$ cat config.mk
export PLATFORM = sky130hd
export DESIGN_NAME = ifu_top
export DESIGN_NICKNAME = d
export VERILOG_FILES = /design/src/verilog/ifu_pkg.sv /design/src/verilog/ifu_ctl_if.sv /design/src/verilog/ifu_top.sv /design/src/verilog/ifu_bus.sv /design/src/verilog/ifu_pc.sv /design/src/verilog/ifu_redirect.sv
export SDC_FILE = /design/constraint.sdc
export NUM_CORES = 1
export LEC_CHECK = 0
export BUFFER_PORTS_ARGS = -buffer_cell sky130_fd_sc_hd__buf_2
export CAP_MARGIN = 20
export CORE_AREA = 5 5 214 216
export CTS_BUF_LIST = sky130_fd_sc_hd__clkbuf_8
export DETAILED_ROUTE_END_ITERATION = 8
export DIE_AREA = 0 0 219 221
export GPL_ROUTABILITY_DRIVEN = 0
export PLACE_DENSITY_LB_ADDON = 0.25
export SYNTH_ARGS = -nofsm -noshare
export SYNTH_HDL_FRONTEND = slang
export SYNTH_SLANG_ARGS = --single-unit
$ cat constraint.sdc
create_clock -name clk -period 3.7 [get_ports clk]
set_input_delay 0.185 -clock clk [delete_from_list [all_inputs] [get_ports clk]]
set_output_delay 0.185 -clock clk [all_outputs]
set_load 0.01 [all_outputs]
$ cat src/verilog/ifu_pkg.sv
`default_nettype none

package ifu_pkg;

    // datapath widths
    localparam int XLEN = 64;
    localparam int ILEN = 32;

    // first fetch address after reset
    localparam logic [XLEN-1:0] RESET_PC = 64'h0000_0000_8000_0000;

    // byte mask code of one fetch, four bytes of a 32-bit instruction
    localparam logic [7:0] FETCH_SIZE = 8'h0F;

    // pc step of a sequential fetch
    localparam logic [XLEN-1:0] PC_STEP = 64'd4;

    // why the pc leaves the sequential path
    typedef enum logic [1:0] {
        REDIR_NONE = 2'd0,
        REDIR_JUMP = 2'd1,
        REDIR_JALR = 2'd2,
        REDIR_TRAP = 2'd3
    } redirect_cause_t;

endpackage

`default_nettype wire
$ cat src/verilog/ifu_ctl_if.sv
`timescale 1ns/1ps
`default_nettype none

interface ifu_ctl_if
    import ifu_pkg::*;
();

    // current fetch pc, owned by the pc holder
    logic [XLEN-1:0] pc;
    // redirect taken at the coming edge
    logic            flush;
    // data beat taken this cycle
    logic            accept;
    // address the taken beat was requested for
    logic [XLEN-1:0] accept_addr;

    modport pc_side (
        output pc,
        output flush,
        input  accept,
        input  accept_addr
    );

    modport bus_side (
        input  pc,
        input  flush,
        output accept,
        output accept_addr
    );

endinterface

`default_nettype wire

$ cat src/verilog/ifu_top.sv
`timescale 1ns/1ps
`default_nettype none

module ifu_top
    import ifu_pkg::*;
(
    input  wire logic            clk,
    input  wire logic            arst_n_i,
    input  wire logic            stall_i,

    // redirect sources from the execute/memory stage
    input  wire logic            jal_i,
    input  wire logic            jalr_i,
    input  wire logic            branch_i,
    input  wire logic            trap_i,
    input  wire logic [XLEN-1:0] alu_res_i,
    input  wire logic [XLEN-1:0] ex_pc_i,
    input  wire logic [XLEN-1:0] imm_i,
    input  wire logic [XLEN-1:0] rs1_data_i,
    input  wire logic [XLEN-1:0] mtvec_i,

    // read address channel
    output logic                 ar_valid_o,
    input  wire logic            ar_ready_i,
    output logic [XLEN-1:0]      ar_addr_o,

    // read data channel
    input  wire logic            r_valid_i,
    output logic                 r_ready_o,
    input  wire logic [XLEN-1:0] r_data_i,

    // fetched instruction towards decode
    output logic [ILEN-1:0]      inst_o,
    output logic [XLEN-1:0]      pc_o,
    output logic                 inst_valid_o
);

    redirect_cause_t redirect;
    logic [XLEN-1:0] target;

    ifu_ctl_if i_ctl_if ();

    ifu_redirect i_ifu_redirect (
        .jal_i      (jal_i),
        .jalr_i     (jalr_i),
        .branch_i   (branch_i),
        .trap_i     (trap_i),
        .alu_res_i  (alu_res_i),
        .ex_pc_i    (ex_pc_i),
        .imm_i      (imm_i),
        .rs1_data_i (rs1_data_i),
        .mtvec_i    (mtvec_i),
        .redirect_o (redirect),
        .target_o   (target)
    );

    ifu_pc i_ifu_pc (
        .clk          (clk),
        .arst_n_i     (arst_n_i),
        .stall_i      (stall_i),
        .redirect_i   (redirect),
        .target_i     (target),
        .ctl          (i_ctl_if.pc_side),
        .r_data_i     (r_data_i),
        .inst_o       (inst_o),
        .pc_o         (pc_o),
        .inst_valid_o (inst_valid_o)
    );

    ifu_bus i_ifu_bus (
        .clk        (clk),
        .arst_n_i   (arst_n_i),
        .ctl        (i_ctl_if.bus_side),
        .ar_valid_o (ar_valid_o),
        .ar_ready_i (ar_ready_i),
        .ar_addr_o  (ar_addr_o),
        .r_valid_i  (r_valid_i),
        .r_ready_o  (r_ready_o)
    );

endmodule

`default_nettype wire

$ cat src/verilog/ifu_bus.sv
`timescale 1ns/1ps
`default_nettype none

module ifu_bus
    import ifu_pkg::*;
(
    input  wire logic            clk,
    input  wire logic            arst_n_i,
    ifu_ctl_if.bus_side          ctl,
    output logic                 ar_valid_o,
    input  wire logic            ar_ready_i,
    output logic [XLEN-1:0]      ar_addr_o,
    input  wire logic            r_valid_i,
    output logic                 r_ready_o
);

    typedef enum logic [1:0] {
        ST_IDLE = 2'd0,
        ST_ADDR = 2'd1,
        ST_DATA = 2'd2
    } state_t;

    state_t          state_q;
    logic            fresh_q;
    logic [XLEN-1:0] req_addr_q;
    logic [1:0]      flush_cnt_q;
    logic            ar_fire;
    logic            r_fire;
    logic            in_flight;
    logic            stale_beat;
    logic [7:0]      ar_size;

    // size code of every fetch, seen by the bound checks
    assign ar_size = FETCH_SIZE;

    assign ar_valid_o = (state_q == ST_ADDR);
    assign r_ready_o  = (state_q == ST_DATA);

    assign ar_fire = ar_valid_o && ar_ready_i;
    assign r_fire  = r_valid_i && r_ready_o;

    // first address cycle follows the live pc so an update on the
    // previous edge is already part of the request
    assign ar_addr_o = fresh_q ? ctl.pc : req_addr_q;

    assign ctl.accept      = r_fire;
    assign ctl.accept_addr = req_addr_q;

    assign in_flight = (state_q == ST_ADDR) || (state_q == ST_DATA);

    // beat whose address the pc has left behind
    assign stale_beat = r_fire && ((flush_cnt_q != 2'd0) || ctl.flush);

    always_ff @(posedge clk or negedge arst_n_i) begin
        if (!arst_n_i) begin
            state_q <= ST_IDLE;
            fresh_q <= 1'b0;
        end else begin
            case (state_q)
                ST_IDLE: begin
                    state_q <= ST_ADDR;
                    fresh_q <= 1'b1;
                end
                ST_ADDR: begin
                    fresh_q <= 1'b0;
                    if (ar_fire) begin
                        state_q <= ST_DATA;
                    end
                end
                ST_DATA: begin
                    // next request goes out on the same edge
                    if (r_fire) begin
                        state_q <= ST_ADDR;
                        fresh_q <= 1'b1;
                    end
                end
                default: begin
                    state_q <= ST_IDLE;
                    fresh_q <= 1'b0;
                end
            endcase
        end
    end

    // request address is taken from the pc in the first address cycle
    always_ff @(posedge clk) begin
        if (fresh_q) begin
            req_addr_q <= ctl.pc;
        end
    end

    // redirects seen since the request address was sampled
    always_ff @(posedge clk or negedge arst_n_i) begin
        if (!arst_n_i) begin
            flush_cnt_q <= 2'd0;
        end else if (r_fire) begin
            flush_cnt_q <= 2'd0;
        end else if (in_flight && ctl.flush && (flush_cnt_q != 2'd3)) begin
            flush_cnt_q <= flush_cnt_q + 2'd1;
        end
    end

endmodule

`default_nettype wire

$ cat src/verilog/ifu_pc.sv
`timescale 1ns/1ps
`default_nettype none

module ifu_pc
    import ifu_pkg::*;
(
    input  wire logic            clk,
    input  wire logic            arst_n_i,
    input  wire logic            stall_i,
    input  wire redirect_cause_t redirect_i,
    input  wire logic [XLEN-1:0] target_i,
    ifu_ctl_if.pc_side           ctl,
    input  wire logic [XLEN-1:0] r_data_i,
    output logic [ILEN-1:0]      inst_o,
    output logic [XLEN-1:0]      pc_o,
    output logic                 inst_valid_o
);

    logic [XLEN-1:0] pc_q;
    logic            redirect_hit;
    logic            beat_match;
    logic            advance;

    assign redirect_hit = (redirect_i != REDIR_NONE);

    // beat belongs to the pc still waiting for its instruction
    assign beat_match = ctl.accept && (ctl.accept_addr == pc_q);

    // a stall or a redirect drops the beat, the address gets fetched again
    assign advance = beat_match && !stall_i && !redirect_hit;

    assign ctl.pc    = pc_q;
    assign ctl.flush = redirect_hit;

    always_ff @(posedge clk or negedge arst_n_i) begin
        if (!arst_n_i) begin
            pc_q <= RESET_PC;
        end else if (redirect_hit) begin
            pc_q <= target_i;
        end else if (advance) begin
            pc_q <= pc_q + PC_STEP;
        end
    end

    // one cycle instruction pulse, zeros in between
    always_ff @(posedge clk or negedge arst_n_i) begin
        if (!arst_n_i) begin
            inst_valid_o <= 1'b0;
            inst_o       <= '0;
            pc_o         <= '0;
        end else if (advance) begin
            inst_valid_o <= 1'b1;
            inst_o       <= r_data_i[ILEN-1:0];
            pc_o         <= pc_q;
        end else begin
            inst_valid_o <= 1'b0;
            inst_o       <= '0;
            pc_o         <= '0;
        end
    end

endmodule

`default_nettype wire

$ cat src/verilog/ifu_redirect.sv
`timescale 1ns/1ps
`default_nettype none

module ifu_redirect
    import ifu_pkg::*;
(
    input  wire logic            jal_i,
    input  wire logic            jalr_i,
    input  wire logic            branch_i,
    input  wire logic            trap_i,
    input  wire logic [XLEN-1:0] alu_res_i,
    input  wire logic [XLEN-1:0] ex_pc_i,
    input  wire logic [XLEN-1:0] imm_i,
    input  wire logic [XLEN-1:0] rs1_data_i,
    input  wire logic [XLEN-1:0] mtvec_i,
    output redirect_cause_t      redirect_o,
    output logic [XLEN-1:0]      target_o
);

    logic            branch_taken;
    logic [XLEN-1:0] jump_target;
    logic [XLEN-1:0] jalr_sum;
    logic [XLEN-1:0] jalr_target;

    // branch compare result comes back as zero when taken
    assign branch_taken = branch_i && (alu_res_i == '0);

    // pc relative target for jal and branches
    assign jump_target = ex_pc_i + imm_i;

    // jalr target has bit 0 forced low
    assign jalr_sum    = rs1_data_i + imm_i;
    assign jalr_target = {jalr_sum[XLEN-1:1], 1'b0};

    // jump or branch wins over jalr, jalr wins over trap
    always_comb begin
        redirect_o = REDIR_NONE;
        target_o   = '0;
        if (jal_i || branch_taken) begin
            redirect_o = REDIR_JUMP;
            target_o   = jump_target;
        end else if (jalr_i) begin
            redirect_o = REDIR_JALR;
            target_o   = jalr_target;
        end else if (trap_i) begin
            redirect_o = REDIR_TRAP;
            target_o   = mtvec_i;
        end
    end

endmodule

`default_nettype wire

==> results.md <==
- # fillers: 4162
- Critical path's slowest cell: or4_4
- Largest net degree at the start of global routing: 94
- GRT overflow: 0
- Min-Delay Endpoint: i_ifu_pc.ctl.pc[10]
- Max_slew headroom: 34.69%
- Max Root-Sink Buffers: 3
- Unrepaired setup endpoints after global routing: false
- Post-synthesis instance total: 2221
- Initial antenna violation count: 8
- Part of the cycle the worst path needs: a little under 100%
- Via count: 20.16k
- F_max: roughly 280 MHz
- Max-slew violations: 0
- Yosys top cell area share: 22.19%
- Worst VDD drop: roughly 240 uV
- Post-DR vias/cell: 5.851
- Total CTS buffers: 35
- First-pass GRT wire length: 115500 um
- Mapped cell area: approximately 18000 sq um
- Die W: 219 um
- Post-synthesis mux area share: 4.193%
- FF-to-FF Start: i_ifu_pc.ctl.pc[0]
- Measured slew at the worst slew-check pin: approximately 1 ns
- Post-CTS Setup Bufs: 0
- Post-DP HPWL: 64040 um
- TNS Setup: 0 ns
- Leak pwr: 11.06 nW
- Cell row count: 77
- Die extent in y: 221 um
- Critical path, cell by cell: xnor2_1 > nand4_1 > nor4_1 > nand4_1 > or3_1 > or4_4 > or3_1 > xor2_1 > a221oi_2 > a21o_1
- CTS clk-pin slew, worst paths: 0.07 ns
- Reg-to-Reg End: i_ifu_pc.ctl.pc[58]
- IO buf count: 523
- Count leader, synth: a21oi_1
- Fraction of registers with async set/reset: 71.93%
- Final setup violation count: 0
- Slack of the worst reg-to-reg path: 0.12 ns
- P per Cell Area: 478.5 nW/um^2
- Nets: 3340
- CTS tree: yes
- Hold Crit Depth: 4
- Max-Cap Viols: 0
- Total routed wirelength: approximately 78000 um
- Simple-gate share of the synthesized area: 19.98%
- Avg WL per Cell: between 20 and 25 um
- Status: finished, final reports clean
- Compound-Gate Fraction of Synth Area: 23.92%
- Tightest Hold Check Type: primary input to register
- H-Tree Level Count: 2
- Final Worst Setup Slack: roughly 0.12 ns
- Crit path DAT: 4.08 ns
- Clock sink count: 228
- Worst slack, placed: 0.1584 ns
- Pwr Total: 0.01121 W
- Initial Util: 42.02%
- Netlist cell types: 79
- Multi-input logic area: around 12000 sq um
- Worst Skew: around 0.015 ns
- Yosys reg bits: 228
- DR pass1 iterations: 6
- Worst setup SP type: register
- Mean post-synth cell area: 8.276 sq um
- Synth Area in Adders: between 8 and 9%
- Worst-Skew Late Latency: between 0.5 and 0.6 ns
- Syn Nets: 2742
- Top post-synthesis cells by area: dfrtp_1 22%, ha_1 8.6%, dfxtp_1 7.0%
- Register Area: 5388 sq um
- XOR/XNOR Fraction of Synth Area: 9.802%
- Sequential area share after synthesis: a little under 30%
- Crit path buf inv count: 0
- Cells on worst reg2reg path: 10
- GRT Total Usage: 30.43%
- Min-delay src: mtvec_i[10]
- Min cycle time layout: 3.584 ns
- Final hold violation count: 0
- Crit end category: register
- Commonest cells post-synth: 212 x a21oi_1, 167 x nand2_1, 163 x dfrtp_1
- Crit Path Category: register to register
- Root Buffer: clkbuf_8
- Area added between synthesis and finish: 27.51%
- CP max stage delay: 0.64 ns
- Worst path top cell family by delay: simple AND/OR/NAND/NOR gates
- Core Area: 43740 sq um
- Crit path max fanout: 7
- Largest family of logic cells by synthesized area: compound AO/OA/AOI/OAI gates
- Synth area leader: dfrtp_1
- Share of cells above drive strength 1: 27.55%
- Worst EP required: 4.19 ns
- Io pins: 556
- Yosys warnings: 0
- Ys flop type: dfrtp_1
- Starting DRT DRC Count: 1888
- Vias in the first global route: a little under 20k
- Total die area: 48400 sq um
- Post-synth EDFFs: 0
- Antenna-violating nets left: 0
- Detailed-route DRC error count: 0
## routing by layer
layer,vias to the layer above,track usage [%],wire length (um)
met3,173,5.631,7570
met5,-,0,28
met4,4,9.887,2760
met2,1217,48.14,34510
met1,9357,42.12,32930
li1,9404,-,-
## metrics by stage
step | instance area [sq um] | util [%] | hold WS, ns | cells
2_1_floorplan | 18380 | - | -0.1106 | 2221
3_3_place_gp | 22210 | 50.77 | 0.3375 | 3328
3_5_place_dp | 22210 | 50.77 | 0.3344 | 3328
4_1_cts | 23410 | 53.53 | 0.01203 | 3438
5_1_grt | 23430 | 53.57 | 0.03364 | 3443
6_report | 23440 | 53.58 | 0.03102 | 3445
## cell type report
class / count / area share, %
Clock buffer: 44 / 2.584
Antenna cell: 7 / 0.07474
Multi-Input combinational cell: 1803 / 52.43
Sequential cell: 228 / 22.99
Tap cell: 592 / 3.160
Timing Repair Buffer: 693 / 17.24
Inverter: 58 / 0.9289
Clock inverter: 20 / 0.5979
## logic make-up (layout without fill, tap and decap cells)
kind of cell    after synthesis  count (layout)
compound gates              680             680
buf+inv                     190             815
xor+xnor                    204             204
other cells                   0               7
mux                          69              69
fa+ha+maj                   128             128
simple gates                722             722
flops                       228             228
## state kept, by name, summed over array words and instances, names as in the netlist
signal and cells:
i_ifu_bus.ctl.accept_addr 64, i_ifu_bus.fresh_q 1, i_ifu_bus.state_q 2, i_ifu_pc.ctl.pc 64, i_ifu_pc.inst_o 32, i_ifu_pc.inst_valid_o 1
i_ifu_pc.pc_o 64
## tightest hold or removal path: stages
cell	delay, ns
buf_2	0.09
nand3_1	0.09
nand2_1	0.07
o22a_1	0.11
## power breakdown
part | internal, W | switching (W)
combinational | 0.00225 | 0.00322
clock | 0.00122 | 0.00101
sequential | 0.00302 | 0.000491
total | 0.00649 | 0.00472
## worst max path at each step
| stage | start | to | slack (ns) | cells after the start |
|---|---|---|---|---|
| 3_3_place_gp | imm_i[0] | i_ifu_pc.ctl.pc[60] | 0.18 | 17 |
| 6_report | i_ifu_pc.ctl.pc[0] | i_ifu_pc.ctl.pc[58] | 0.12 | 10 |
| 4_1_cts | i_ifu_pc.ctl.pc[0] | i_ifu_pc.ctl.pc[58] | 0.19 | 10 |
| 2_1_floorplan | i_ifu_pc.ctl.pc[31] | i_ifu_pc.ctl.pc[58] | 0.56 | 12 |
| 3_5_place_dp | imm_i[0] | i_ifu_pc.ctl.pc[60] | 0.16 | 17 |
| 5_1_grt | i_ifu_pc.ctl.pc[0] | i_ifu_pc.ctl.pc[58] | 0.03 | 10 |
## layout by cell type, fill, tap and decap left out, types with 29 or more instances in the layout
cell,count
nor3_1,49
nor2_1,142
nand3_1,53
o21ai_0,116
nand4_1,78
dfxtp_1,64
inv_1,69
and2_1,102
nand2_1,167
mux2_2,64
dlygate4sd3_1,46
buf_4,122
a21oi_1,212
nor4_1,34
buf_2,522
ha_1,126
o21bai_1,29
a21o_1,67
xor2_1,57
a211oi_1,36
dfrtp_1,162
xnor2_1,144
clkbuf_8,44
## timing repair
action / CTS / global route
hold endpoints to repair: 136 / 0
hold buffers: 46 / 0
gates resized for setup: 0 / 1
setup endpoints to repair: 0 / 3
No activity file was read; power rests on OpenSTA's default activity.
